## src/geometry_pkg.sv

```systemverilog
package geometry_pkg;

	// one image pixel as stored in DDR
	typedef logic [15:0] pixel_t;

	// row, column and layer counts and indices
	typedef logic [9:0] dim_t;

	// 3x3 window, element 3*i + j at bits 16*(3*i + j)
	// i selects the row (0 is the upper one), j the column
	typedef logic [143:0] window_t;

	// pixels carried by one 128-bit beat
	localparam int PIX_PER_BEAT = 8;

endpackage

```

## src/ddr_read_pkg.sv

```systemverilog
package ddr_read_pkg;

	typedef logic [31:0] addr_t;
	typedef logic [127:0] beat_t;
	typedef logic [7:0] burst_len_t;

	// ---------------------------------------------------------------------------
	// fixed AXI read address fields
	// ---------------------------------------------------------------------------

	// 16 bytes per beat
	localparam logic [2:0] AR_SIZE_16B = 3'd4;
	localparam logic [1:0] AR_BURST_INCR = 2'd1;
	localparam logic [3:0] READ_ID = 4'd1;

endpackage

```

## src/reader_config.sv

```systemverilog
module reader_config import geometry_pkg::*, ddr_read_pkg::*; #(
	parameter int MAX_COLS = 64
) (
	input logic clk,
	input logic reset_n,
	input logic start,
	input logic run_end,
	input addr_t base_addr,
	input dim_t rows,
	input dim_t cols,
	input dim_t layers,
	input addr_t row_bytes,
	output addr_t cfg_base,
	output addr_t cfg_row_bytes,
	output dim_t cfg_rows,
	output dim_t cfg_cols,
	output dim_t cfg_layers,
	output burst_len_t row_beats,
	output logic busy,
	output logic done
);

	dim_t cols_lim;
	logic accept;

	// line memories hold at most MAX_COLS pixels
	assign cols_lim = (cols > dim_t'(MAX_COLS)) ? dim_t'(MAX_COLS) : cols;
	assign accept = start && !busy;

	always_ff @(posedge clk) begin
		if (!reset_n) begin
			busy <= 1'b0;
			done <= 1'b0;
		end else begin
			done <= run_end;
			if (accept) begin
				busy <= 1'b1;
			end else if (run_end) begin
				busy <= 1'b0;
			end
		end
	end

	always_ff @(posedge clk) begin
		if (accept) begin
			cfg_base <= base_addr;
			cfg_row_bytes <= row_bytes;
			cfg_rows <= rows;
			cfg_cols <= cols_lim;
			cfg_layers <= layers;
			// beats per row, rounded up
			row_beats <= burst_len_t'((int'(cols_lim) + PIX_PER_BEAT - 1) / PIX_PER_BEAT);
		end
	end

endmodule

```

## config.mk

```make
export PLATFORM = sky130hd
export DESIGN_NAME = reader_config
export DESIGN_NICKNAME = d
export VERILOG_FILES = /design/src/geometry_pkg.sv /design/src/ddr_read_pkg.sv /design/src/reader_config.sv
export SDC_FILE = /design/constraint.sdc
export NUM_CORES = 1
export LEC_CHECK = 0
export ABC_AREA = 1
export BUFFER_PORTS_ARGS = -buffer_cell sky130_fd_sc_hd__buf_2
export CORE_UTILIZATION = 40
export DETAILED_ROUTE_END_ITERATION = 10
export GPL_ROUTABILITY_DRIVEN = 0
export PLACE_DENSITY = 0.75
export SYNTH_ARGS = -nofsm -noshare
export SYNTH_HDL_FRONTEND = slang
export SYNTH_SLANG_ARGS = --single-unit
```

## constraint.sdc

```tcl
create_clock -name clk -period 6.56 [get_ports clk]
set_clock_uncertainty 0.15 [all_clocks]
set_input_delay 0.656 -clock clk [delete_from_list [all_inputs] [get_ports clk]]
set_output_delay 0.656 -clock clk [all_outputs]
set_load 0.01 [all_outputs]
```

### Yosys cells after proc, flatten, opt, wreduce, memory -nomap -nowiden

Index checks and enable logic that the tools add are counted.

| storage, ports and cells | value |
|---|---|
| output and inout port bits | 104 |
| logic and storage cells | 20 |
| flip-flop bits (word level) | 104 |
| bits of input ports | 98 |

| cells by class | value |
|---|---|
| order comparisons | 1 |
| muxes and demuxes | 3 |
| reductions and logical operators | 4 |
| add/sub/neg operators | 3 |
| bitwise gates (word level) | 1 |

Operators with widths:

| kind | number |
|---|---|
| 11-bit by 1-bit subtractor with 12-bit output (second input constant) | 1 |
| 10-bit by 4-bit adder with 11-bit output (second input constant) | 1 |
| 10-bit by 7-bit > comparator with 1-bit output (second input constant) | 1 |
| 10-bit 2-to-1 mux | 1 |
| 8-bit by 1-bit adder with 8-bit output | 1 |
| 3-bit OR reduction | 1 |
| 1-bit 2-to-1 mux | 2 |
| 2-bit nonzero test | 1 |
| 1-bit bitwise AND | 1 |
| 1-bit logical AND | 1 |
| 1-bit zero test | 1 |

### Depth between registers and ports, before layout

| logic depth | value |
|---|---|
| depth after elaboration | 7 |
| gate-level depth with buffers | 9 |
| mapped depth without buffers | 9 |

### Worst setup path after synthesis

No wires, ideal clock.

| timing path | value |
|---|---|
| kind | input -> register |
| start | input start |
| end | register cfg_base[0], enable pin |
| stages on the path | 2 |
| required time | 5,842 ps |
| buffers on the path | 0 |
| arrival time | 4,995 ps |
| setup time | 568 ps |
| path slack | 847 ps |
| path through | inv_1 > nor2_1 |

| between the ends | value |
|---|---|
| longest elaborated chain between the ends | 1 |

RTL lines:

| element | line | source |
|---|---|---|
| from (decl) | reader_config.sv:6 | `input logic start,` |
| 1-bit logical AND | reader_config.sv:28 | `assign accept = start && !busy;` |
| net accept | reader_config.sv:24 | `logic accept;` |
| to (signal assigned) | reader_config.sv:46 | `cfg_base <= base_addr;` |
| to (decl) | reader_config.sv:13 | `output addr_t cfg_base,` |

The timed path passes the listed nets, and every way through them passes these cells.
A chain may end at the register's enable or synchronous reset.

### Worst setup path after layout

| timing path | value |
|---|---|
| start | input start |
| end | register cfg_layers[5], enable pin |

| between the ends | value |
|---|---|
| longest elaborated chain between the ends | 1 |

RTL lines:

| element | line | source |
|---|---|---|
| 1-bit logical AND | reader_config.sv:28 |  |
| net accept | reader_config.sv:24 |  |
| to (signal assigned) | reader_config.sv:50 | `cfg_layers <= layers;` |
| to (decl) | reader_config.sv:17 | `output dim_t cfg_layers,` |

The timed path passes the listed nets, and every way through them passes these cells.

==> results.md <==
* ANT nets after route at 0
* Final WS setup at around 3900 ps
* Slew @ Worst Pin at 1230 ps
* Internal cell power at just over 0.001 W
* I/O pins at slightly above 200
* Flop pwr share at 0.609
* Period Utilization, post-route at 0.403
* # hold bufs at CTS at 0
* Clock-pin slew on the worst setup and hold paths at ~100 ps
* Net Switching at ~0.00028 W
* Outcome: finished clean
* # fillers at 720
* DIE HEIGHT at approximately 94 microns
* Buffers on Ports at 201
* CP required at between 6000 and 7000 ps
* Synth Register Bits at 104
* FF-to-FF path depth at 2
* Die W at ~94 microns
* GRT Residual Overflow at 0
* Avg Inst Size Synth at 21.8 sq um
* Worst setup path class: primary input to flip-flop
* Worst slack at placement at ~3500 ps
* Crit. End Element: flip-flop
* Peak VDD IR at 0.0000904 V
* All-Layer GR Usage at 0.158
* # rows at 33
* Starting Density at 0.414
* Sequential-to-total area share from yosys stat at 0.912
* DP HPWL at between 5 and 6 mm
* Via count at between 2k and 2.5k
* Syn Std Cell Area at roughly 3400 sq um
* Fmax at approximately 380 MHz
* CTS tree: yes
* Area growth, synth to finish at 40.4%
* Clock root buffer: clkbuf_8
* Residual DRC count at 0
* Antenna Cells at 0
* Arrival time at the worst endpoint at around 2500 ps
* First-pass GRT wire length at just over 10 mm
* Pin count of the biggest net entering global routing at between 50 and 60
* Synthesized instance count at around 160
* Synthesis Warnings at 0
* Pwr per Cell Area at between 200 and 300 nW/um^2
* Fin crit period at 2640 ps
* 1st-iter DRT viols at 70
* Final hold vios at 0
* Switching share of power at 0.215
* Worst-Skew Late Latency at around 350 ps
* Max Cap Violations at 0
* CP Launch Type: primary input
* CTS Sinks at 104
* Layout cells sized above 1 at 0.603
* Final setup fails at 0
* Drt total wl at just over 7 mm
* Maximum buffer depth of the clock tree at 2
* Total Negative Setup Slacks at 0 ps
* DIE AREA at 8880 sq um
* Number of global-route vias before repair at 2042
* Num CTS Buffers at 9
* Maximum fanout along the worst path at 57
* First-pass detailed-route iteration total at 4
* Total chip power at ~0.0013 W
* Post-CTS resize count at 0
* Fin nets at between 400 and 500
* Leakage at 2.08 nW
* Vias/cell at roughly 4.4
* Final core occ at 0.581
* RSZ-0062 raised after global routing: false
* Comb power frac at 0.089
* Max transition margin at 0.179
* Crit path from: start
* Drt wl/cell at between 10 and 15 microns
* Clock power share at 0.302
* Post-CTS Setup Bufs at 0
* HP Start: rows[5]
* Worst hold path class: primary input to flip-flop
* Core ar. at ~8200 sq um
* Worst hold stages at 1
* Initial antenna violation count at 1
* Final Max Slew Viols at 0
* RR Startpoint: busy$_SDFFE_PN0P_
* Yosys cell types at 20
* Htree depth at 3
## cell type report
| cell class | count | area (sq um) | share of cell area |
|---|---|---|---|
| clock buffer | 12 | 145 | 0.0304 |
| multi-input combinational | 44 | 278 | 0.0581 |
| clock inverter | 4 | 53.8 | 0.0113 |
| inverter | 14 | 52.6 | 0.0110 |
| sequential | 104 | 3100 | 0.650 |
| timing repair buffer | 202 | 1010 | 0.212 |
| tap | 105 | 131 | 0.0275 |
## sequential cells by signal, indices dropped and copies added, names as in the netlist
| register | flops |
|---|---|
| cfg_rows | 10 |
| busy | 1 |
| done | 1 |
| cfg_layers | 10 |
| cfg_cols | 10 |
| row_beats | 8 |
| cfg_row_bytes | 32 |
| cfg_base | 32 |
## critical path, stage by stage
cell,delay (ps)
buf_2,70
inv_1,50
nor2_4,910
buf_4,730
## Yosys cell counts
cell type  number  area, sq um
a21oi_4         1         16.3
clkinv_1        1         3.75
conb_1          1         3.75
dfxtp_1         2         40.0
edfxtp_1      102         3060
inv_1          12         45.0
inv_2           1         3.75
nand2_1        11         41.3
nand2_2         1         6.26
nand2_4         2         22.5
nand3_1         3         15.0
nand3_2         1         10.0
nand3_4         1         17.5
nor2_1         10         37.5
nor2_2          2         12.5
nor2_8          1         20.0
o211ai_1        1         7.51
o211ai_4        1         21.3
o21a_1          1         7.51
or2_4           1         8.76
## per-stage QoR
| stage | hold WS, ps | area, sq um | cells |
|---|---|---|---|
| 3_5_place_dp | 473 | 4580 | 469 |
| 5_1_grt | 294 | 4780 | 485 |
| 4_1_cts | 303 | 4780 | 485 |
| 6_report | 326 | 4780 | 485 |
| 2_1_floorplan | 461 | 3430 | 162 |
| 3_3_place_gp | 460 | 4580 | 469 |
## path summary, 6_finish.rpt
kind,end,slack [ps]
worst max-delay path,cfg_layers[5]$_DFFE_PP_,3920
worst min-delay path,cfg_rows[5]$_DFFE_PP_,330
worst max register to register,cfg_layers[5]$_DFFE_PP_,3970
worst min register to register,busy$_SDFFE_PN0P_,480
## power by group through the flow
stage               Sequential [W]  Combinational [W]  Clock, W
CTS                       0.000787           0.000117  0.000400
finish                    0.000786           0.000115  0.000390
global route              0.000790           0.000125  0.000430
detailed placement        0.000802           0.000117         0
floorplan                 0.000829          0.0000210         0
global placement          0.000800           0.000113         0
## placed cells by master (no fill, tap or decap)
master      count
clkinv_1        1
edfxtp_1      102
nand2_2         1
clkinvlp_4      2
buf_4           1
inv_6           1
nor2_2          2
conb_1          7
nand2_4         2
nor2_1          9
bufinv_16       1
o21a_1          1
buf_2         201
inv_2           1
nor2_4          1
nand3_4         1
nand3_2         1
nor2_8          1
o211ai_1        1
o211ai_4        1
clkbuf_8       10
clkbuf_1        2
dfxtp_1         2
a21oi_4         1
or2_4           1
nand2_1        11
inv_1          12
nand3_1         3
## routing by layer
layer / vias to the layer above / GRT usage / share of wire
li1: 1003 / - / -
met1: 980 / 0.164 / 0.35
met2: 110 / 0.274 / 0.53
met3: 18 / 0.0534 / 0.094
met4: 2 / 0.0987 / 0.030
met5: - / 0 / 0.0016
## logic make-up (layout without fill, tap and decap cells)
group / Yosys count / after routing / synth area share
simple gates: 33 / 33 / 0.0563
other cells: 1 / 7 / 0.00110
flops: 104 / 104 / 0.912
compound gates: 4 / 4 / 0.0154
buf+inv: 14 / 232 / 0.0154
Note: power is estimated with default switching activity, not from simulation.
