--- config.mk ---
export PLATFORM = sky130hd
export DESIGN_NAME = window_stream
export DESIGN_NICKNAME = d
export VERILOG_FILES = /design/src/geometry_pkg.sv /design/src/window_stream.sv
export SDC_FILE = /design/constraint.sdc
export NUM_CORES = 1
export LEC_CHECK = 0
export ABC_AREA = 1
export BUFFER_PORTS_ARGS = -buffer_cell sky130_fd_sc_hd__buf_2
export CORE_MARGIN = 8
export CORE_UTILIZATION = 44
export CTS_BUF_LIST = sky130_fd_sc_hd__clkbuf_8
export DETAILED_ROUTE_END_ITERATION = 12
export GPL_ROUTABILITY_DRIVEN = 0
export PLACE_DENSITY = 0.8
export SYNTH_ARGS = -nofsm -noshare
export SYNTH_HDL_FRONTEND = slang
export SYNTH_SLANG_ARGS = --single-unit
--- constraint.sdc ---
create_clock -name clk -period 6 [get_ports clk]
set_clock_uncertainty 0.2 [all_clocks]
set_input_delay 0.6 -clock clk [delete_from_list [all_inputs] [get_ports clk]]
set_output_delay 0.6 -clock clk [all_outputs]
set_load 0.01 [all_outputs]
--- src/geometry_pkg.sv ---
package geometry_pkg;

	// one image pixel as stored in DDR
	typedef logic [15:0] pixel_t;

	// row, column and layer counts and indices
	typedef logic [9:0] dim_t;

	// 3x3 window, element 3*i + j at bits 16*(3*i + j)
	// i selects the row (0 is the upper one), j the column
	typedef logic [143:0] window_t;

	// pixels carried by one 128-bit beat
	localparam int PIX_PER_BEAT = 8;

endpackage

--- src/window_stream.sv ---
module window_stream import geometry_pkg::*; #(
	parameter int MAX_COLS = 64
) (
	input logic clk,
	input logic reset_n,
	input logic sweep_start,
	input dim_t cfg_cols,
	input dim_t cur_layer,
	output dim_t col,
	input window_t taps,
	output window_t window_data,
	output dim_t window_layer,
	output logic window_valid,
	input logic window_ready,
	output logic sweep_done
);

	localparam int PW = $bits(pixel_t);

	dim_t col_end;
	logic pending;
	logic out_last;
	logic load;
	logic last_col;
	window_t masked;

	assign col_end = (cfg_cols > dim_t'(MAX_COLS)) ? dim_t'(MAX_COLS) : cfg_cols;
	assign last_col = (col + dim_t'(1)) == col_end;

	// load into an empty register or alongside a transfer
	assign load = pending && (!window_valid || window_ready);
	assign sweep_done = window_valid && window_ready && out_last;

	// right-edge zero padding
	always_comb begin
		masked = taps;
		for (int j = 0; j < 3; j++) begin
			if (int'(col) + j >= int'(col_end)) begin
				for (int i = 0; i < 3; i++) begin
					masked[PW*(3*i + j) +: PW] = '0;
				end
			end
		end
	end

	always_ff @(posedge clk) begin
		if (!reset_n) begin
			pending <= 1'b0;
			col <= '0;
			window_valid <= 1'b0;
			out_last <= 1'b0;
		end else begin
			if (sweep_start) begin
				pending <= 1'b1;
				col <= '0;
			end else if (load) begin
				if (last_col) begin
					pending <= 1'b0;
				end else begin
					col <= col + dim_t'(1);
				end
			end

			if (load) begin
				window_valid <= 1'b1;
				out_last <= last_col;
			end else if (window_ready) begin
				window_valid <= 1'b0;
			end
		end
	end

	always_ff @(posedge clk) begin
		if (load) begin
			window_data <= masked;
			window_layer <= cur_layer;
		end
	end

endmodule

**Word-level counts from Yosys, hierarchy flattened**

Cells that the tools add are included.

- Logic and storage cells: 35
- Flip-flop bits (word level): 167
- Output and inout bits: 166

- Bitwise gates (word level): 2
- $add $sub $neg: 3
- Mux-type cells: 6
- Reduce and logical (&&, ||, !) cells: 11
- Equality and inequality tests: 1
- Magnitude comparators: 4

Operators with widths:

| cell | count |
|---|---|
| 11-bit by 10-bit greater-or-equal comparator with 1-bit output | 2 |
| 10-bit by 1-bit adder with 11-bit output (second input constant) | 1 |
| 10-bit by 2-bit adder with 11-bit output (second input constant) | 1 |
| 10-bit by 1-bit adder with 10-bit output (second input constant) | 1 |
| 10-bit == test | 1 |
| 10-bit greater-or-equal comparator | 1 |
| 10-bit by 7-bit greater-than comparator with 1-bit output (second input constant) | 1 |
| 10-bit 2-to-1 mux | 1 |
| 2-bit nonzero test | 3 |
| 1-bit 2-to-1 mux | 5 |
| 2-bit AND reduction | 2 |
| 1-bit logical AND | 3 |
| 1-bit inverter | 2 |
| 2-bit OR reduction | 1 |
| 1-bit logical NOT | 1 |
| 1-bit logical OR | 1 |

**Depth between registers and ports, before layout**

- Depth in word-level cells: 6
- Mapped depth: 19
- Depth with buffers taken out: 17

**Least setup slack after synthesis**

No wires, ideal clock.

- Kind: input port to flip-flop
- Start point: in window_ready
- End point: reg window_data[0], enable pin
- Required time: 5.222 ns
- Path buffers: 1
- Cell stages on the path: 3
- Setup slack: -0.010 ns
- Arrival time: 5.232 ns
- Cell sequence: inv_1 -> a21oi_1 -> clkbuf_1

- Cells in the longest elaborated chain, start to end: 2

RTL lines:

| item | RTL line | source |
|---|---|---|
| from (decl) | window_stream.sv:14 | `input logic window_ready,` |
| 1-bit logical OR | window_stream.sv:31 | `assign load = pending && (!window_valid \|\| window_ready);` |
| 1-bit logical AND | window_stream.sv:31 |  |
| via load | window_stream.sv:23 | `logic load;` |
| to (signal assigned) | window_stream.sv:75 | `window_data <= masked;` |
| to (decl) | window_stream.sv:11 | `output window_t window_data,` |

The timed path passes the listed nets, and every way through them passes these cells.
A chain may end at the register's enable or synchronous reset.

**Worst setup path in the final report**

- Start point: reg col[2]
- End point: reg window_data[113] (data pin)

- Cells in the longest elaborated chain, start to end: 2

RTL lines:

| item | RTL line | source |
|---|---|---|
| from (decl) | window_stream.sv:9 | `output dim_t col,` |
| from (signal assigned) | window_stream.sv:60 | `col <= col + dim_t'(1);` |
| 10-bit by 1-bit adder with 11-bit output | window_stream.sv:38 | `if (int'(col) + j >= int'(col_end)) begin` |
| 11-bit by 10-bit greater-or-equal comparator with 1-bit output | window_stream.sv:38 |  |

Every way passes these cells.

==> flow_summary.rst <==
.. list-table::
   :header-rows: 1

   * - Metric
     - Value
   * - Number of vias per cell after detailed routing
     - approximately 4.5
   * - CP startpoint kind
     - flip-flop
   * - Area of the placeable core
     - between 15000 and 20000 um^2
   * - Pins over their slew limit
     - 0
   * - Worst Path Required
     - about 6.0 ns
   * - Full die area
     - roughly 22000 um^2
   * - Post-CTS sizing
     - 0
   * - Share of power burned in registers
     - between 50% and 60%
   * - Worst-Skew Late Latency
     - 0.45 ns
   * - Critical-path maximum fanout
     - 35
   * - Number of buffers on the longest clock path
     - 2
   * - Number of buffers inserted during clock tree synthesis
     - 17
   * - Via count of the first global-routing pass
     - around 5800
   * - Endpoint of the worst-slack reg-to-reg timing path
     - window_data[113]
   * - Post-CTS Hold Fix Bufs
     - 0
   * - Minimum setup slack among reg-to-reg paths
     - 1.75 ns
   * - Final period demand of the worst path
     - around 4.3 ns
   * - Reg clk slew, reported paths
     - 0.10 ns
   * - #FFs+latches synth
     - ~170
   * - Std-Cell Rows
     - 48
   * - Root buffer cell
     - sky130_fd_sc_hd__clkbuf_8
   * - Most frequent cells in the layout
     - sky130_fd_sc_hd__buf_2 (333), sky130_fd_sc_hd__inv_1 (179), sky130_fd_sc_hd__edfxtp_1 (154), sky130_fd_sc_hd__nor2_1 (147), sky130_fd_sc_hd__nand2_1 (58)
   * - Ratio of final minimum period to clock period
     - between 70% and 80%
   * - Count of cell types in the netlist
     - 34
   * - Number of DRC markers in iteration 0
     - 334
   * - TritonCTS clock tree
     - done
   * - Antenna-violating nets left
     - 0
   * - Reg2Reg Depth
     - 18
   * - Leakage power of the design
     - around 5 nW
   * - Cell internal power dissipation
     - 1.86 mW
   * - Number of nets in the finished design
     - about 1300
   * - Highest Clock Rate
     - about 0.24 GHz
   * - Share of flip-flops with an asynchronous set or reset
     - 0%
   * - R2r startpoint
     - col[2]
   * - Final count of hold timing violations
     - 0
   * - Highest ir drop seen on vdd
     - between 100 and 150 uV
   * - Boundary pin count
     - 334
   * - Post-Synthesis Cell Area
     - ~7600 um^2
   * - Total clock sinks
     - between 150 and 200
   * - Crit. End Element
     - flip-flop
   * - Final core utilization
     - a little under 60%
   * - DRT Pass-1 Iters
     - 5
   * - Cell depth of the worst hold path
     - 1
   * - Post-synthesis share of cell area spent on and, or, nand and nor gates
     - 16.6%
   * - GRT Total Usage
     - 17.8%
   * - Result of the run
     - complete, no violations
   * - Maximum number of pins on one net before global-route repair
     - 167
   * - Final HPWL from detailed placement
     - ~16000 um
   * - Net switching share of the total power
     - approximately a quarter
   * - Path type of the worst min-delay path
     - input port to flip-flop
   * - Part of the power in the clock network
     - between 30% and 40%
   * - Syn avg cell area
     - 10.6 um^2
   * - Fraction of the mapped netlist area in compound gates
     - between 2 and 2.5%
   * - Number of cells produced by synthesis
     - between 700 and 800
   * - Routed wire length
     - roughly 20000 um
   * - Post-CTS Setup Bufs
     - 0
   * - Actual slew at the worst max-slew pin
     - 1.01 ns
   * - MaxCap Viol Count
     - 0
   * - NetSw
     - ~0.64 mW
   * - Via count
     - slightly below 6000
   * - Initial Utilization
     - 44.5%
   * - Placed cell area
     - between 9000 and 10000 um^2
   * - Adder-cell share of the synthesized area
     - under 10%
   * - Number of enable-type register cells in the synthesized netlist
     - roughly 150
   * - Die span in x
     - between 100 and 150 um
   * - Global-route wire length before repair
     - ~31000 um
   * - Power density relative to cell area
     - 253 nW/um^2
   * - Layout cell share with drive strength beyond 1
     - 37.4%
   * - Total of buffers placed on input and output ports
     - 333
   * - Worst min-delay path startpoint
     - cur_layer[8]
   * - Overflow left after global routing
     - 0
   * - Pwr Total
     - around 2.5 mW
   * - Number of fillers in the final layout
     - around 1500
   * - Hold endpoint
     - window_layer[8]
   * - Routed WL per cell
     - 15.4 um
   * - Final standard cell count with taps included and fillers excluded
     - between 1000 and 1500
   * - Post-synthesis mux area share
     - 0%
   * - Most common cell after layout, fill and taps aside
     - sky130_fd_sc_hd__buf_2
   * - Setup total negative slack
     - 0 ns
   * - Sequential cell area
     - about 4900 um^2
   * - DRC Markers
     - 0
   * - Share of the yosys chip area belonging to registers
     - 64.2%
   * - Headroom to the max-slew limit
     - roughly 33%
   * - Initial antenna violation count
     - 1
   * - Die boundary height
     - approximately 150 um
   * - Most used flip-flop cell after synthesis
     - sky130_fd_sc_hd__edfxtp_1
   * - Number of levels in the clock H-tree
     - 4
   * - Number of placed instances, taps included
     - ~1300
   * - Share of the synthesized netlist area taken by xor and xnor gates
     - under 10%
   * - Data arrival time of the worst path
     - 4.25 ns
   * - Start-to-end type of the worst setup path
     - flip-flop to flip-flop
   * - Total area of multi-input combinational cells
     - 1950 um^2
   * - Count of synthesis-stage warnings from yosys
     - 0
   * - Synthesis-to-layout area growth
     - 30.3%
   * - Cell area after layout
     - 9920 um^2
   * - Largest family of logic cells by synthesized area
     - simple AND/OR/NAND/NOR gates
   * - RSZ-0062 raised after global routing
     - false
   * - Number of endpoints failing setup at the final stage
     - 0
   * - Share of total power in combinational logic
     - 11.5%
registers in the layout (all words and copies together) (netlist names):
register      flops
col              10
window_data     144
pending           1
window_layer     10
window_valid      1
out_last          1
worst max-delay path, cell delays in order, from the launching register on:
cell                      delay [ns]
sky130_fd_sc_hd__dfxtp_1        0.54
sky130_fd_sc_hd__ha_1           0.28
sky130_fd_sc_hd__nand2_1        0.08
sky130_fd_sc_hd__nor2_1         0.18
sky130_fd_sc_hd__nand3_1        0.16
sky130_fd_sc_hd__nor3_1         0.26
sky130_fd_sc_hd__nand2_1        0.10
sky130_fd_sc_hd__xor2_1         0.17
sky130_fd_sc_hd__ha_1           0.30
sky130_fd_sc_hd__nand2_1        0.06
sky130_fd_sc_hd__inv_1          0.07
sky130_fd_sc_hd__nand3_1        0.06
sky130_fd_sc_hd__nor2_1         0.20
sky130_fd_sc_hd__inv_1          0.06
sky130_fd_sc_hd__nor2_1         0.10
sky130_fd_sc_hd__nor2_1         0.06
sky130_fd_sc_hd__nand2_2        0.61
sky130_fd_sc_hd__buf_4          0.42
sky130_fd_sc_hd__nor2_2         0.05
synthesized netlist by cell type (4+ instances only):
cell type	count	share of area, %
sky130_fd_sc_hd__a21oi_1	20	1.3
sky130_fd_sc_hd__buf_2	10	0.66
sky130_fd_sc_hd__buf_4	4	0.39
sky130_fd_sc_hd__buf_6	4	0.59
sky130_fd_sc_hd__dfxtp_1	13	3.4
sky130_fd_sc_hd__edfxtp_1	154	61
sky130_fd_sc_hd__ha_1	28	4.6
sky130_fd_sc_hd__inv_1	179	8.8
sky130_fd_sc_hd__nand2_1	59	2.9
sky130_fd_sc_hd__nand3_1	28	1.8
sky130_fd_sc_hd__nand3_2	5	0.66
sky130_fd_sc_hd__nand4_1	5	0.41
sky130_fd_sc_hd__nor2_1	147	7.2
sky130_fd_sc_hd__nor2_2	11	0.90
sky130_fd_sc_hd__nor2_4	11	1.6
sky130_fd_sc_hd__xor2_1	12	1.4
metrics by stage:
step	worst slack (ns)	hold slack, ns
floorplan	2.40	0.237
global placement	1.93	0.250
detailed placement	1.76	0.274
CTS	1.74	0.0834
global route	1.34	0.0743
finish	1.75	0.117
how the worst max path moves through the flow:
| stage | startpoint | end | slack (ns) | cells past startpoint |
|---|---|---|---|---|
| 4_1_cts | col[2] | window_data[113] | 1.74 | 18 |
| 5_1_grt | col[2] | window_data[113] | 1.34 | 18 |
| 3_5_place_dp | col[2] | window_data[114] | 1.76 | 18 |
| 6_report | col[2] | window_data[113] | 1.75 | 18 |
| 2_1_floorplan | window_ready | window_data[0] | 2.40 | 3 |
| 3_3_place_gp | col[2] | window_data[78] | 1.93 | 18 |
power groups by stage:
stage	clock network [mW]	logic, mW	registers, mW
after floorplan	0	0.106	1.44
after global placement	0	0.285	1.40
after detailed placement	0	0.293	1.40
after CTS	0.869	0.294	1.37
after global routing	0.910	0.319	1.38
final	0.845	0.288	1.37
cell type report:
type	count	share of cell area, %
antenna	1	0.0252
clock buffer	17	2.36
clock inverter	15	1.85
inverter	181	6.85
multi-input combinational	358	19.7
sequential	167	49.2
tap	225	2.84
timing repair buffer	336	17.2
kinds of logic (layout without fill, tap and decap cells):
group / Yosys count / after routing
compound gates: 31 / 31
simple gates: 278 / 278
flops: 167 / 167
xor+xnor: 12 / 12
fa+ha+maj: 28 / 28
buf+inv: 201 / 549
other cells: 1 / 10
layer usage:
layer  GRT usage, %  wire, um  share of wire (%)
met5              0         0                  0
met1           19.0      7290                 36
met2           32.3     10700                 53
met3           5.96      1740                8.7
met4           6.17       383                1.9
Note: power is estimated with default switching activity, not from simulation.
