===== config.mk =====
export PLATFORM = sky130hd
export DESIGN_NAME = ddr_burst_reader_flat
export DESIGN_NICKNAME = d
export VERILOG_FILES = /design/src/ddr_read_pkg.sv /design/src/reader_ifs.sv /design/src/ddr_burst_reader.sv /design/src/flat_wrapper.sv
export SDC_FILE = /design/constraint.sdc
export NUM_CORES = 1
export LEC_CHECK = 0
export BUFFER_PORTS_ARGS = -buffer_cell sky130_fd_sc_hd__buf_2
export CORE_AREA = 2 2 143 145
export DETAILED_ROUTE_END_ITERATION = 6
export DIE_AREA = 0 0 145 147
export REMOVE_ABC_BUFFERS = 1
export SLEW_MARGIN = 15
export SYNTH_ARGS = -nofsm -noshare
export SYNTH_HDL_FRONTEND = slang
export SYNTH_SLANG_ARGS = --single-unit

===== constraint.sdc =====
create_clock -name clk -period 2.4 [get_ports clk]
set_input_delay 0 -clock clk [delete_from_list [all_inputs] [get_ports clk]]
set_output_delay 0 -clock clk [all_outputs]
set_load 0.05 [all_outputs]

===== src/ddr_read_pkg.sv =====
package ddr_read_pkg;

	typedef logic [31:0] addr_t;
	typedef logic [127:0] beat_t;
	typedef logic [7:0] burst_len_t;

	// ---------------------------------------------------------------------------
	// fixed AXI read address fields
	// ---------------------------------------------------------------------------

	// 16 bytes per beat
	localparam logic [2:0] AR_SIZE_16B = 3'd4;
	localparam logic [1:0] AR_BURST_INCR = 2'd1;
	localparam logic [3:0] READ_ID = 4'd1;

endpackage


===== src/reader_ifs.sv =====
// row fetch request, four-phase req/ack
interface row_fetch_if import ddr_read_pkg::*; ();
	logic req;
	addr_t row_addr;
	logic [1:0] line_sel;
	logic ack;

	modport requester (output req, row_addr, line_sel, input ack);
	modport server (input req, row_addr, line_sel, output ack);
endinterface

// beat writes into one of the three line memories
interface line_write_if import ddr_read_pkg::*; ();
	logic we;
	logic [1:0] line_sel;
	burst_len_t beat_idx;
	beat_t data;

	modport source (output we, line_sel, beat_idx, data);
	modport sink (input we, line_sel, beat_idx, data);
endinterface


===== src/ddr_burst_reader.sv =====
module ddr_burst_reader import ddr_read_pkg::*; (
	input logic clk,
	input logic reset_n,
	input burst_len_t row_beats,
	row_fetch_if.server fetch,
	line_write_if.source wr,
	output addr_t ar_addr,
	output burst_len_t ar_len,
	output logic [2:0] ar_size,
	output logic [1:0] ar_burst,
	output logic [3:0] ar_id,
	output logic ar_valid,
	input logic ar_ready,
	input beat_t r_data,
	input logic r_last,
	input logic r_valid,
	output logic r_ready
);

	typedef enum logic [1:0] {IDLE, ADDR, DATA, ACK} state_t;

	state_t state;
	burst_len_t beat_cnt;
	logic [1:0] line_q;

	assign ar_size = AR_SIZE_16B;
	assign ar_burst = AR_BURST_INCR;
	assign ar_id = READ_ID;

	assign ar_valid = (state == ADDR);
	assign r_ready = (state == DATA);
	assign fetch.ack = (state == ACK);

	// every accepted beat goes straight into the line
	assign wr.we = r_valid && r_ready;
	assign wr.line_sel = line_q;
	assign wr.beat_idx = beat_cnt;
	assign wr.data = r_data;

	always_ff @(posedge clk) begin
		if (!reset_n) begin
			state <= IDLE;
			beat_cnt <= '0;
		end else begin
			case (state)
				IDLE: begin
					if (fetch.req) begin
						state <= ADDR;
					end
				end
				ADDR: begin
					if (ar_ready) begin
						beat_cnt <= '0;
						state <= DATA;
					end
				end
				DATA: begin
					if (r_valid) begin
						beat_cnt <= beat_cnt + burst_len_t'(1);
						if (r_last) begin
							state <= ACK;
						end
					end
				end
				ACK: begin
					// wait for the requester to drop req
					if (!fetch.req) begin
						state <= IDLE;
					end
				end
				default: state <= IDLE;
			endcase
		end
	end

	// request fields captured as the burst is taken on
	always_ff @(posedge clk) begin
		if (state == IDLE && fetch.req) begin
			ar_addr <= fetch.row_addr;
			ar_len <= row_beats - burst_len_t'(1);
			line_q <= fetch.line_sel;
		end
	end

endmodule


===== src/flat_wrapper.sv =====
// flat-port wrapper written by rule: the top's interface ports become plain ports
module ddr_burst_reader_flat import ddr_read_pkg::*;
  (clk, reset_n, row_beats, ar_addr, ar_len, ar_size, ar_burst, ar_id, ar_valid, ar_ready, r_data, r_last, r_valid, r_ready, fetch_req, fetch_row_addr, fetch_line_sel, fetch_ack, wr_we, wr_line_sel, wr_beat_idx, wr_data);
  row_fetch_if fetch_i ();
  line_write_if wr_i ();
  input logic clk;
  input logic reset_n;
  input burst_len_t row_beats;
  output addr_t ar_addr;
  output burst_len_t ar_len;
  output logic [2:0] ar_size;
  output logic [1:0] ar_burst;
  output logic [3:0] ar_id;
  output logic ar_valid;
  input logic ar_ready;
  input beat_t r_data;
  input logic r_last;
  input logic r_valid;
  output logic r_ready;
  input wire logic [$bits(fetch_i.req)-1:0] fetch_req;
  input wire logic [$bits(fetch_i.row_addr)-1:0] fetch_row_addr;
  input wire logic [$bits(fetch_i.line_sel)-1:0] fetch_line_sel;
  output wire logic [$bits(fetch_i.ack)-1:0] fetch_ack;
  output wire logic [$bits(wr_i.we)-1:0] wr_we;
  output wire logic [$bits(wr_i.line_sel)-1:0] wr_line_sel;
  output wire logic [$bits(wr_i.beat_idx)-1:0] wr_beat_idx;
  output wire logic [$bits(wr_i.data)-1:0] wr_data;
  assign fetch_i.req = fetch_req;
  assign fetch_i.row_addr = fetch_row_addr;
  assign fetch_i.line_sel = fetch_line_sel;
  assign fetch_ack = fetch_i.ack;
  assign wr_we = wr_i.we;
  assign wr_line_sel = wr_i.line_sel;
  assign wr_beat_idx = wr_i.beat_idx;
  assign wr_data = wr_i.data;
  ddr_burst_reader u_core (.clk(clk), .reset_n(reset_n), .row_beats(row_beats), .fetch(fetch_i), .wr(wr_i), .ar_addr(ar_addr), .ar_len(ar_len), .ar_size(ar_size), .ar_burst(ar_burst), .ar_id(ar_id), .ar_valid(ar_valid), .ar_ready(ar_ready), .r_data(r_data), .r_last(r_last), .r_valid(r_valid), .r_ready(r_ready));
endmodule

# After elaboration in Yosys (flattened, before gate mapping)
# Cells that the tools add are included.
# W data, S select, Z words.
[word_totals]
reg_bits = 52
inputBits = 176
output_inout_bits = 191
elab_cells = 30
[classes]
n_addsub = 2
eq_ne = 8
n_mux = 9
n_reduce_logical = 6
[ops]
columns = ["operator", "count"]
rows = [
  ["$mux W8", 2],
  ["$pmux W8 S2", 1],
  ["$mux W2", 5],
  ["$add A8 B1 Y8 const B", 1],
  ["$ne A2 B2 Y1 const B", 4],
  ["$pmux W2 S4", 1],
  ["$sub A8 B1 Y8 const B", 1],
  ["$reduce_and A5 Y1", 1],
  ["$eq A2 B2 Y1 const B", 2],
  ["$reduce_and A3 Y1", 1],
  ["$eq A2 B1 Y1 const B", 1],
  ["$logic_and A1 B1 Y1", 2],
  ["$logic_not A2 Y1", 1],
  ["$ne A2 B1 Y1 const B", 1],
  ["$reduce_bool A2 Y1", 1],
]

# Depth between registers and ports, before layout
[depth]
ltp_word = 3
ltp_mapped = 6
ltp_nobuf = 6

# Least setup slack after synthesis
# No wires, ideal clock.
[synth_timing]
path_kind = "reg2reg"
start = "reg u_core.state[0]"
end = "reg u_core.ar_addr[0] (enable)"
setup_ns = 0.404
arrival_time_ns = 1.591
path_slack_ns = 0.406
stages_incl_launch_ff = 4
path_buffers = 0
synth_period_minus_slack_ns = 1.994
path_cell_list = "dfxtp_1 > inv_1 > ha_1 > and2_1"
[synth_via]
elab_chain_cells = 2
[synth_rtl]
columns = ["element", "line_no", "source"]
rows = [
  ["from (decl)", "ddr_burst_reader.sv:22", "state_t state;"],
  ["from (signal assigned)", "ddr_burst_reader.sv:42", "state <= IDLE;"],
  ["from (signal assigned)", "ddr_burst_reader.sv:48", "state <= ADDR;"],
  ["from (signal assigned)", "ddr_burst_reader.sv:54", "state <= DATA;"],
  ["$logic_not A2 Y1", "ddr_burst_reader.sv:78", "if (state == IDLE && fetch.req) begin"],
  ["$logic_and A1 B1 Y1", "ddr_burst_reader.sv:78", ""],
  ["to (signal assigned)", "ddr_burst_reader.sv:79", "ar_addr <= fetch.row_addr;"],
  ["to (decl)", "ddr_burst_reader.sv:7", "output addr_t ar_addr,"],
]
# Every way passes these cells.
# A chain may end at the register's enable or synchronous reset.

# Final worst setup path
[layout_timing]
start = "reg u_core.state[0]"
end = "reg u_core.beat_cnt[7] (netlist: u_core.wr.beat_idx[7])"
[layout_via]
elab_chain_cells = 3
word_cells_on_any_way = 7
cone_classes = "eq/ne (4); mux (1); reduce/logical (2)"
[layout_rtl]
columns = ["element", "line_no", "source"]
rows = [
  ["$eq A2 B2 Y1 or $eq A2 B1 Y1 (tied branches)", "ddr_burst_reader.sv:45", "case (state)"],
  ["$ne A2 B2 Y1 (no source line) (tied with other cells)", "-", ""],
  ["$reduce_and A3 Y1 (no source line)", "-", ""],
  ["to (signal assigned)", "ddr_burst_reader.sv:59", "beat_cnt <= beat_cnt + burst_len_t'(1);"],
  ["to (decl)", "ddr_burst_reader.sv:23", "burst_len_t beat_cnt;"],
]
# Parallel ways exist; a longest one is shown, timed or not.

==> metrics.cfg <==
[sta]
slew_headroom_pct=63.1
rsz0062_at_grt=no
hold_viol=0
post-route-min-period_ns=1.74
max_freq_mhz=576
setup_viol_count_final=0
fin_skew_ns=0.0109
timing.final.crit_share_pct=72.3
finalMaxSlewViolations=0
fin_ws_ns=0.664
fin_setup_tns_ns=0
tightest_slew_ns=0.554

[critical_path]
crit_path_max_incr_delay_ns=0.39
cp_cell_sequence=inv_1 > ha_1 > nand2b_1 > nand4_4 > or3_1 > a21oi_1
critPathSlowestCell=dfxtp_1
end_kind=flop
worst_ep_required_time_ns=2.64
crit_family=simple AND/OR/NAND/NOR gates
crit_arrival_ns=1.98
worstPathMaxFanout=6
timing.critical_path.buf_inv=1
path_class=flop to flop
cp-start-kind=flop

[route]
drc=0
post_drt_via_cell_ratio=3.58
drtIter0Drc=130
ant_nets=0
wl_per_cell_um=50.8
vias=1952
firstDrtPassIters=4
wirelength_um=27700

[synth]
syn_area_per_cell_um2=11.5
ys_seq_area_share_pct=49.0
synth_edf_count=42
ys_seq_elements=52
synth_top_family_by_area=buffers and inverters
synth_fa_ha_area_share_pct=2.94
synth_ff_type=edfxtp_1
synth_compound_area_share_pct=1.18
synthDistinctLibCells=28
syn-cell-area_um2=2980
synthXorXnorAreaFrac_pct=3.23
synthMuxAreaShare_pct=0.672
ys_async_sr_fraction_pct=0
synthSimpleGateAreaFrac_pct=7.56
ys_warn_count=0
synth_cells=259

[floorplanning]
die-area_um2=21300
die_x_um=145
ios=367
core_um2=19800
fp-row-count=52
die_h_um=147
start_util_pct=15.0

[grt]
grt_pass1_vias=1846
overflow=0
antenna_found_initial=0
grtUsageTotal_pct=25.6
grt_pass1_wl_um=32100
grt_max_degree=43

[pwr]
p_per_area_nw_per_um2=999
power_mw=3.36
irDropWorstVdd_uv=322
p_leak_nw=1.37

[clock_tree]
clockRootBuffer=clkbuf_16
cts_tree=built
cts.sinks=52
clkTransAtPathRegs_ns=0.08
cts_buffer_depth=2
cts-htree-levels=2
clkLatencyLatePin_ns=0.31
post-cts-setup-buffers=0
cts_made_buffers=5

[place]
portBuffers=101
dp_hpwl_um=25900
pre_cts_ws_ns=0.698
gp_congestion=1.03
dp_cells=501

[finish]
area_growth_pct=12.7
num-fill-cells=2182
antenna_cells=0
nets=458
post_route_cells_drive_above_1_share_pct=42.0
fin_cells=546

[run]
drv_cap=0

[min_path]
hold_path_class=input port to output port

[outcome]
status=complete, no violations

-- power by group --
| part | internal (mW) | leakage [nW] | switching, mW | total (mW) |
|---|---|---|---|---|
| registers | 1.21 | 0.482 | 0.0591 | 1.27 |
| clock network | 0.402 | 0.0772 | 0.371 | 0.773 |
| logic | 0.281 | 0.808 | 1.03 | 1.31 |
| total | 1.90 | 1.37 | 1.46 | 3.36 |
-- cell type report --
cell class	count	area [µm²]	area share, %
timing repair buffer	139	883	26.3
clock inverter	3	33.8	1.01
inverter	5	18.8	0.559
tap	270	338	10.1
clock buffer	5	125	3.72
sequential	52	1460	43.5
multi-input combinational	72	499	14.9
-- cells in the mapped netlist (2+ instances only) --
cell type  instances  share of area [%]
o21ai_0            5               0.84
nand3_1            4               0.67
and2_1             2               0.42
edfxtp_1          42                 42
a21oi_1            2               0.34
nand2b_1           2               0.42
xor2_1             9                2.6
nor2_1             7               0.88
buf_4            137                 35
inv_1              5               0.63
nor3_1             2               0.34
nand2_1            4               0.50
nand4_1            4               0.84
mux2i_1            2               0.67
xnor2_1            2               0.59
ha_1               7                2.9
or3_1              2               0.42
conb_1             2               0.25
dfxtp_1           10                6.7
-- placed cells by master, fill, tap and decap left out, types with 4 or more instances in the layout --
master / n
clkbuf_16: 5
conb_1: 9
nand4_1: 4
buf_2: 101
xor2_1: 9
nand3_1: 4
dlygate4sd3_1: 37
dfxtp_1: 10
o21ai_0: 5
edfxtp_1: 42
nor2_1: 7
nand2_1: 4
inv_1: 5
ha_1: 7
-- worst reg2reg max path: cells and delay by family, from the launching register on --
family	cells	cell delay, ns
simple gates	3	0.78
flops	1	0.39
fa+ha+maj	1	0.27
compound gates	1	0.13
buf+inv	1	0.10
-- sequential cells by signal, summed over array words and instances (netlist names) --
register and flops:
u_core.wr.line_sel 2, u_core.ar_addr 32, u_core.ar_len 8, u_core.state 2, u_core.wr.beat_idx 8
-- metrics by stage --
stage,utilization [%],area [µm²],hold slack (ns)
2_1_floorplan,-,1980,0
3_3_place_gp,14.3,2830,0.00142
3_5_place_dp,14.3,2830,0.00142
4_1_cts,16.9,3360,0.00142
5_1_grt,16.9,3360,0.000650
6_report,16.9,3360,0.000798
-- logic make-up after synthesis --
logic type | Yosys count
AND/OR/NAND/NOR | 36
multiplexers | 2
AO/OA/AOI/OAI | 7
flip-flops | 52
buffers and inverters | 142
adder cells (fa/ha/maj) | 7
other | 2
XOR/XNOR | 11
-- layer usage --
metal  up-vias  part of all wire [%]  GRT usage, %
met4         2                   3.9          8.61
met3        31                    30          36.9
met2       395                    53          47.9
met1       784                    13          9.30
met5         -                  0.17          2.05
li1        740                     -             -
-- worst paths after layout --
check / endpoint / slack [ns] / from / cells past startpoint
setup / recovery: u_core.wr.beat_idx[7] / 0.66 / u_core.state[0] / 6
hold reg to reg: u_core.wr.beat_idx[7] / 0.50 / u_core.wr.beat_idx[7] / 2
setup reg to reg: u_core.wr.beat_idx[7] / 0.66 / u_core.state[0] / 6
hold / removal: wr_data[25] / 0.0008 / r_data[25] / 0
-- repair_timing --
| action | 4_1_cts | 5_1_grt |
|---|---|---|
| hold buffers | 37 | 0 |
| hold endpoints to repair | 38 | 0 |
| gates resized for setup | 0 | 0 |
Power figures use the tool's default switching activity.
