[config.mk]
export PLATFORM = sky130hd
export DESIGN_NAME = window_sequencer_flat
export DESIGN_NICKNAME = d
export VERILOG_FILES = /design/src/geometry_pkg.sv /design/src/ddr_read_pkg.sv /design/src/reader_ifs.sv /design/src/window_sequencer.sv /design/src/flat_wrapper.sv
export SDC_FILE = /design/constraint.sdc
export NUM_CORES = 1
export LEC_CHECK = 0
export BUFFER_PORTS_ARGS = -buffer_cell sky130_fd_sc_hd__buf_2
export CAP_MARGIN = 30
export CORE_UTILIZATION = 37
export CTS_BUF_LIST = sky130_fd_sc_hd__clkbuf_2 sky130_fd_sc_hd__clkbuf_4 sky130_fd_sc_hd__clkbuf_8
export DETAILED_ROUTE_END_ITERATION = 10
export PLACE_DENSITY = 0.63
export REMOVE_ABC_BUFFERS = 1
export SLEW_MARGIN = 20
export SYNTH_ARGS = -nofsm -noshare
export SYNTH_HDL_FRONTEND = slang
export SYNTH_SLANG_ARGS = --single-unit
[constraint.sdc]
create_clock -name clk -period 15.75 [get_ports clk]
set_input_delay 0.7875 -clock clk [delete_from_list [all_inputs] [get_ports clk]]
set_output_delay 0.7875 -clock clk [all_outputs]
set_load 0.03 [all_outputs]
[src/geometry_pkg.sv]
package geometry_pkg;

	// one image pixel as stored in DDR
	typedef logic [15:0] pixel_t;

	// row, column and layer counts and indices
	typedef logic [9:0] dim_t;

	// 3x3 window, element 3*i + j at bits 16*(3*i + j)
	// i selects the row (0 is the upper one), j the column
	typedef logic [143:0] window_t;

	// pixels carried by one 128-bit beat
	localparam int PIX_PER_BEAT = 8;

endpackage

[src/ddr_read_pkg.sv]
package ddr_read_pkg;

	typedef logic [31:0] addr_t;
	typedef logic [127:0] beat_t;
	typedef logic [7:0] burst_len_t;

	// ---------------------------------------------------------------------------
	// fixed AXI read address fields
	// ---------------------------------------------------------------------------

	// 16 bytes per beat
	localparam logic [2:0] AR_SIZE_16B = 3'd4;
	localparam logic [1:0] AR_BURST_INCR = 2'd1;
	localparam logic [3:0] READ_ID = 4'd1;

endpackage

[src/reader_ifs.sv]
// row fetch request, four-phase req/ack
interface row_fetch_if import ddr_read_pkg::*; ();
	logic req;
	addr_t row_addr;
	logic [1:0] line_sel;
	logic ack;

	modport requester (output req, row_addr, line_sel, input ack);
	modport server (input req, row_addr, line_sel, output ack);
endinterface


[src/window_sequencer.sv]
module window_sequencer import geometry_pkg::*, ddr_read_pkg::*; #(
	parameter int LAYER_SHIFT = 13
) (
	input logic clk,
	input logic reset_n,
	input logic busy,
	input logic start,
	input addr_t cfg_base,
	input addr_t cfg_row_bytes,
	input dim_t cfg_rows,
	input dim_t cfg_layers,
	row_fetch_if.requester fetch,
	output logic [2:0] row_blank,
	output logic sweep_start,
	output dim_t cur_layer,
	input logic sweep_done,
	output logic run_end
);

	typedef enum logic [1:0] {IDLE, REQ, WAIT_DROP, SWEEP} state_t;

	state_t state;
	dim_t row;
	dim_t layer;
	logic [1:0] line_idx;
	dim_t fetch_row;
	logic last_row;
	logic last_layer;
	logic line_finish;

	assign last_row = (row + dim_t'(1)) == cfg_rows;
	assign last_layer = (layer + dim_t'(1)) == cfg_layers;

	// line 0 is the row above, line 2 the row below
	assign row_blank = {last_row, 1'b0, row == '0};

	// ---------------------------------------------------------------------------
	// row fetch request
	// ---------------------------------------------------------------------------
	assign fetch_row = row + dim_t'(line_idx) - dim_t'(1);
	assign fetch.row_addr = cfg_base + (addr_t'(layer) << LAYER_SHIFT)
		+ addr_t'(fetch_row) * cfg_row_bytes;
	assign fetch.line_sel = line_idx;
	assign fetch.req = (state == REQ) && !row_blank[line_idx];

	// blank lines are skipped, fetched ones finish once ack drops
	assign line_finish = ((state == REQ) && row_blank[line_idx])
		|| ((state == WAIT_DROP) && !fetch.ack);

	assign cur_layer = layer;
	assign run_end = (state == SWEEP) && sweep_done && last_layer && last_row;

	always_ff @(posedge clk) begin
		if (!reset_n) begin
			state <= IDLE;
			row <= '0;
			layer <= '0;
			line_idx <= '0;
			sweep_start <= 1'b0;
		end else begin
			sweep_start <= 1'b0;
			case (state)
				IDLE: begin
					if (start && !busy) begin
						row <= '0;
						layer <= '0;
						line_idx <= '0;
						state <= REQ;
					end
				end
				REQ: begin
					if (fetch.req && fetch.ack) begin
						state <= WAIT_DROP;
					end
				end
				WAIT_DROP: begin
					// left by line_finish below
				end
				SWEEP: begin
					if (sweep_done) begin
						line_idx <= '0;
						if (!last_layer) begin
							layer <= layer + dim_t'(1);
							state <= REQ;
						end else if (!last_row) begin
							layer <= '0;
							row <= row + dim_t'(1);
							state <= REQ;
						end else begin
							state <= IDLE;
						end
					end
				end
				default: state <= IDLE;
			endcase

			if (line_finish) begin
				if (line_idx == 2'd2) begin
					sweep_start <= 1'b1;
					state <= SWEEP;
				end else begin
					line_idx <= line_idx + 2'd1;
					state <= REQ;
				end
			end
		end
	end

endmodule

[src/flat_wrapper.sv]
// flat-port wrapper written by rule: the top's interface ports become plain ports
module window_sequencer_flat import geometry_pkg::*, ddr_read_pkg::*;
#(
	parameter int LAYER_SHIFT = 13
)
  (clk, reset_n, busy, start, cfg_base, cfg_row_bytes, cfg_rows, cfg_layers, row_blank, sweep_start, cur_layer, sweep_done, run_end, fetch_req, fetch_row_addr, fetch_line_sel, fetch_ack);
  row_fetch_if fetch_i ();
  input logic clk;
  input logic reset_n;
  input logic busy;
  input logic start;
  input addr_t cfg_base;
  input addr_t cfg_row_bytes;
  input dim_t cfg_rows;
  input dim_t cfg_layers;
  output logic [2:0] row_blank;
  output logic sweep_start;
  output dim_t cur_layer;
  input logic sweep_done;
  output logic run_end;
  output wire logic [$bits(fetch_i.req)-1:0] fetch_req;
  output wire logic [$bits(fetch_i.row_addr)-1:0] fetch_row_addr;
  output wire logic [$bits(fetch_i.line_sel)-1:0] fetch_line_sel;
  input wire logic [$bits(fetch_i.ack)-1:0] fetch_ack;
  assign fetch_req = fetch_i.req;
  assign fetch_row_addr = fetch_i.row_addr;
  assign fetch_line_sel = fetch_i.line_sel;
  assign fetch_i.ack = fetch_ack;
  window_sequencer #(.LAYER_SHIFT(LAYER_SHIFT)) u_core (.clk(clk), .reset_n(reset_n), .busy(busy), .start(start), .cfg_base(cfg_base), .cfg_row_bytes(cfg_row_bytes), .cfg_rows(cfg_rows), .cfg_layers(cfg_layers), .fetch(fetch_i), .row_blank(row_blank), .sweep_start(sweep_start), .cur_layer(cur_layer), .sweep_done(sweep_done), .run_end(run_end));
endmodule
---- Word level (Yosys, flattened, before mapping) ----
Index checks and enable logic that the tools add are counted.
cells by class
  equality and inequality tests ........... 14
  $add $sub $neg .......................... 7
  $mul .................................... 1
  magnitude comparators ................... 1
  multiplexer cells ....................... 25
  reduce and logical (&&, ||, !) cells .... 20
operators by type and width
  kind                                                        number
  2-to-1 mux 10 bit                                           7
  one-hot mux 10 bit (2 select lines)                         2
  adder 32 x 23 -> 32 bit                                     1
  adder 32 bit                                                1
  multiplier 10 x 32 -> 32 bit                                1
  adder 10 x 1 -> 10 bit, second input constant               2
  equality test 10 bit                                        2
  2-to-1 mux 2 bit                                            10
  adder 10 x 2 -> 10 bit                                      1
  logical NOT 10 bit                                          1
  subtractor 10 x 1 -> 10 bit, second input constant          1
  logical AND 1 bit                                           8
  AND reduction 4 bit                                         2
  equality test 2 bit, second input constant                  3
  != test 3 x 2 -> 1 bit, second input constant               2
  one-hot mux 2 bit (3 select lines)                          1
  AND reduction 5 bit                                         1
  != test 2 x 1 -> 1 bit, second input constant               2
  != test 2 bit, second input constant                        2
  one-hot mux 2 bit (2 select lines)                          1
  nonzero test 4 bit                                          1
  logical NOT 1 bit                                           3
  less-than comparator 2 x 3 -> 1 bit, second input constant  1
  2-to-1 mux 1 bit                                            3
  other kinds (9)                                             9
storage, ports and cells
  input port bits ......................... 90
  logic and storage cells ................. 73
  bits in registers ....................... 25

---- Depth between registers and ports, before layout ----
  depth in word-level cells ............... 10
  depth in mapped cells ................... 32
  gate-level depth less buffers ........... 31

---- Least setup slack after synthesis ----
Ideal clock, no wire load.
  path kind ............................... register to output
  start point ............................. register u_core.line_idx[1], in the netlist u_core.fetch.line_sel[1]
  end point ............................... output port fetch_row_addr[31]
  stages on the path, launching flop included .. 32
  required time ........................... 14,963 ps
  arrival ................................. 7,628 ps
  slack ................................... 7,334 ps
  path through ............................ dfxtp_1 > inv_1 > ha_1 > inv_1 > ha_1 > inv_1 > fa_1 > o21bai_1 > a311o_1 > a21oi_1 > o21bai_1 > a21o_1 > xnor2_1 > clkbuf_1 > and2_1 > fa_1 > fa_1 > fa_1 > fa_1 > inv_1 > fa_1 > inv_1 > ha_1 > a21oi_1 > o21bai_1 > a2111oi_0 > nor3_1 > o311ai_0 > o21ai_0 > o21ai_0 > a21oi_1 > xnor2_1
between the ends
  cells in the longest elaborated chain, start to end .. 4
ends and longest elaborated chain
  what                          RTL line                 text
  start: declaration            window_sequencer.sv:25   logic [1:0] line_idx;
  start signal: assignment      window_sequencer.sv:102  line_idx <= line_idx + 2'd1;
  adder 10 x 2 -> 10 bit        window_sequencer.sv:40   assign fetch_row = row + dim_t'(line_idx) - dim_t'(1);
  subtractor 10 x 1 -> 10 bit   window_sequencer.sv:40
  multiplier 10 x 32 -> 32 bit  window_sequencer.sv:42   + addr_t'(fetch_row) * cfg_row_bytes;
  adder 32 bit                  window_sequencer.sv:42
  end: declaration              flat_wrapper.sv:22       output wire logic [$bits(fetch_i.row_addr)-1:0] fetch_row_addr;
Every way passes these cells.

---- Worst setup path in the final report ----
Ends and elaborated chain as after synthesis.

==> Flow_metrics.wiki <==
{| class="wikitable"
! Metric !! Value
|-
| Run status || finished with violations
|-
| Violations in the final reports || DRC
|-
| I/O pins || 140
|-
| Stage delay of the slowest cell on the critical path || 0.80 ns
|-
| Routed via count || 8984
|-
| HPWL Detailed || 23600 um
|-
| Fraction of the mapped netlist area in compound gates || 7.90%
|-
| Pin count of the biggest net entering global routing || 33
|-
| Path type of the worst min-delay path || reg2reg
|-
| Antenna Diode Count || 0
|-
| Maximum frequency from static timing analysis || 103 MHz
|-
| Worst reg-to-reg setup slack || 12.34 ns
|-
| Measured slew at the worst slew-check pin || 0.855 ns
|-
| Overall die area || 32100 um^2
|-
| Synth warn || 0
|-
| Instance count after placement with tap cells included || 1831
|-
| Beginning of the worst register-to-register path || u_core.cur_layer[0]$_SDFFE_PN0P_
|-
| Largest delay share family, worst path || adder cells
|-
| Time the worst path needs with I/O delays and setup || 9.74 ns
|-
| Count of cell types in the netlist || 56
|-
| Setup Skew || 0.00774 ns
|-
| Number of pins exceeding their max-slew limit in the final report || 0
|-
| Total CTS buffers || 3
|-
| Worst path slowest cell || sky130_fd_sc_hd__o311ai_0
|-
| Mean instance size in the synthesized netlist || 8.68 um^2
|-
| Layout filler cell count || 3147
|-
| Post-CTS Hold Buffers || 0
|-
| Number of iterations in the first detailed-routing pass || 8
|-
| Num rows || 64
|-
| Ys async rst share || 0%
|-
| XOR/XNOR share of the synthesized area || 6.27%
|-
| First element of the critical path || u_core.fetch.line_sel[1]$_SDFF_PN0_
|-
| Wire length reported by the detailed router || 28600 um
|-
| Critical Path Sink || fetch_row_addr[31]
|-
| Worst Path Class, Setup || reg2out
|-
| Vias per Instance || 4.90
|-
| Port Buf Inserts || 138
|-
| Accumulated negative setup slack || 0 ns
|-
| Final count of hold timing violations || 0
|-
| Number of setup buffers added after CTS || 0
|-
| Count of endpoints failing setup in the final report || 0
|-
| Vertical extent of the die || 179 um
|-
| Number of buffers on the longest clock path || 2
|-
| Count of non-filler cells in the finished layout || 1835
|-
| Depth of the critical timing path with buffers and inverters included || 31
|-
| Layout-stage area growth over the synthesis result || 9.78%
|-
| Residual DRC || 12
|-
| Average wire per cell in the routed design || 15.6 um
|-
| Initial antenna violation count || 2
|-
| Synthesized netlist cell count || 1338
|-
| Number of enable-type register cells in the synthesized netlist || 0
|-
| RSZ-0062 raised after global routing || false
|-
| Initial standard-cell utilization of the core || 37.8%
|-
| Core ar. || 30700 um^2
|-
| Yosys reg bits || 25
|-
| Top_reg_cell synth || sky130_fd_sc_hd__dfxtp_1
|-
| Final-stage net count || 1864
|-
| Combinational family with the most area after synthesis || adder cells
|-
| Maximum capacitance violations || 0
|-
| Final worst-path cycle share || 61.9%
|-
| CP required || 14.96 ns
|-
| Total overflow reported by the global router || 0
|-
| Arrival time at the worst endpoint || 8.95 ns
|-
| Die Span X || 179 um
|-
| Number of global-route vias before repair || 9342
|-
| Clock root buffer master || sky130_fd_sc_hd__clkbuf_8
|-
| Number of resized instances in the post-cts repair step || 0
|-
| Layout cell share with drive strength beyond 1 || 11.5%
|-
| Critical path peak fanout || 16
|-
| Global placer's final weighted congestion || 0.879
|-
| Post-synthesis instance area || 11600 um^2
|-
| Multiplexer fraction of the synthesized cell area || 0.259%
|-
| Share of the yosys chip area belonging to registers || 4.31%
|-
| Clock slew at reported path FFs || 0.11 ns
|-
| DRT antenna net count || 0
|-
| Endpoint of the most critical register-to-register path || u_core.row[5]$_SDFFE_PN0P_
|-
| Total number of clock tree sinks || 25
|-
| Clock tree from TritonCTS || done
|-
| Number of violations reported at the end of detailed-routing iteration 0 || 457
|-
| Insertion delay to the later sink of the worst-skew pair || 0.28 ns
|-
| Commonest cells after routing, fill and taps aside || sky130_fd_sc_hd__inv_1 (279), sky130_fd_sc_hd__fa_1 (239), sky130_fd_sc_hd__nand2_1 (156)
|-
| First-pass GRT wire length || 47200 um
|-
| Combined buffer and inverter count along the critical path || 8
|-
| Post-synthesis share of cell area spent on and, or, nand and nor gates || 18.9%
|-
| Most common cell after layout, fill and taps aside || sky130_fd_sc_hd__inv_1
|-
| Number of cells traversed by the worst register-to-register path || 11
|-
| Type of element capturing the critical path || output port
|-
| Hold_ws || 0.511 ns
|-
| Remaining max-slew budget at the tightest pin || 42.3%
|-
| GRT Resource Usage Total || 18.6%
|-
| Deepest level of the CTS H-tree || 1
|-
| CP Launch Type || flip-flop
|-
| Share of synthesized cell area in full adder, half adder and majority cells || 51.4%
|}
-- routing by layer --
| layer | track usage, % | routed length (um) |
|---|---|---|
| met1 | 24.6 | 12500 |
| met5 | 0 | 18 |
| met3 | 2.14 | 1330 |
| met4 | 2.70 | 327 |
| met2 | 33.3 | 14400 |
-- cell families (layout without fill, tap and decap cells) --
group           after synthesis  after routing
other cells                   1              1
compound gates              140            140
fa+ha+maj                   334            334
mux                           3              3
flops                        25             25
simple gates                423            423
buf+inv                     332            433
xor+xnor                     80             80
-- state kept, by name, indices dropped and copies added, names as in the netlist --
name                   cells
u_core.sweep_start         1
u_core.cur_layer          10
u_core.state               2
u_core.fetch.line_sel      2
u_core.row                10
-- metrics by stage --
stage          setup slack (ns)  cell area (um^2)  utilization, %
4_1_cts                    5.93             12800            41.5
2_1_floorplan              7.00             11400               -
3_3_place_gp               6.41             12700            41.3
6_report                   6.01             12800            41.5
3_5_place_dp               6.27             12700            41.3
5_1_grt                    5.24             12800            41.5
-- layout make-up --
cell class	count	area, um^2	share of cell area (%)
multi-input cells	981	9880	77.5
inverters	279	1050	8.21
repair buffers	150	781	6.12
flip-flops and latches	25	500	3.92
well taps	396	495	3.89
clock buffers	3	41.3	0.324
clock inverters	1	7.51	0.0589
-- worst register-to-register path, stage by stage, from the launching register on --
cell	delay, ns
sky130_fd_sc_hd__dfxtp_1	0.46
sky130_fd_sc_hd__buf_4	0.22
sky130_fd_sc_hd__ha_1	0.28
sky130_fd_sc_hd__nand3_2	0.16
sky130_fd_sc_hd__o31ai_1	0.29
sky130_fd_sc_hd__nand4_1	0.11
sky130_fd_sc_hd__or4_4	0.57
sky130_fd_sc_hd__nor3_1	0.14
sky130_fd_sc_hd__o21a_1	0.42
sky130_fd_sc_hd__nand2_1	0.30
sky130_fd_sc_hd__nor3_1	0.26
sky130_fd_sc_hd__o21a_1	0.14
-- cell usage after synthesis (all sizes together), types with 2 or more instances --
master	number	share of area [%]
nand3	8	0.43
nand2	156	5.0
a211o	2	0.15
and2	100	5.4
o311ai	3	0.23
a21o	8	0.52
o211ai	4	0.26
or2	3	0.16
or4	5	0.36
a21boi	10	0.65
o21a	19	1.2
a211oi	2	0.13
clkbuf	46	1.5
o2111ai	3	0.23
nand2b	32	1.7
ha	95	10
o21bai	12	0.78
nor3	19	0.82
or3	6	0.32
and3	5	0.27
inv	279	9.0
dfxtp	25	4.3
xor2	20	1.5
nand4	11	0.59
o31ai	4	0.26
a21oi	42	1.8
mux2i	3	0.26
a31oi	2	0.11
buf	7	0.40
xnor3	2	0.39
nor4	3	0.27
xnor2	58	4.4
nor2b	44	2.4
o21ai	21	0.90
fa	239	41
nor2	27	0.87
-- how the worst min path moves through the flow --
stage	from	endpoint	depth (start not counted)
2_1_floorplan	u_core.state[1]$_SDFFE_PN0P_	u_core.state[1]$_SDFFE_PN0P_	2
3_3_place_gp	u_core.state[1]$_SDFFE_PN0P_	u_core.state[1]$_SDFFE_PN0P_	2
3_5_place_dp	u_core.state[1]$_SDFFE_PN0P_	u_core.state[1]$_SDFFE_PN0P_	2
4_1_cts	u_core.state[1]$_SDFFE_PN0P_	u_core.state[1]$_SDFFE_PN0P_	2
5_1_grt	u_core.state[1]$_SDFFE_PN0P_	u_core.state[1]$_SDFFE_PN0P_	2
6_report	u_core.state[1]$_SDFFE_PN0P_	u_core.state[1]$_SDFFE_PN0P_	2
Power is left out: the tool's default activity adds up to more than one toggle a clock period on the data nets, which glitch-free logic cannot reach.
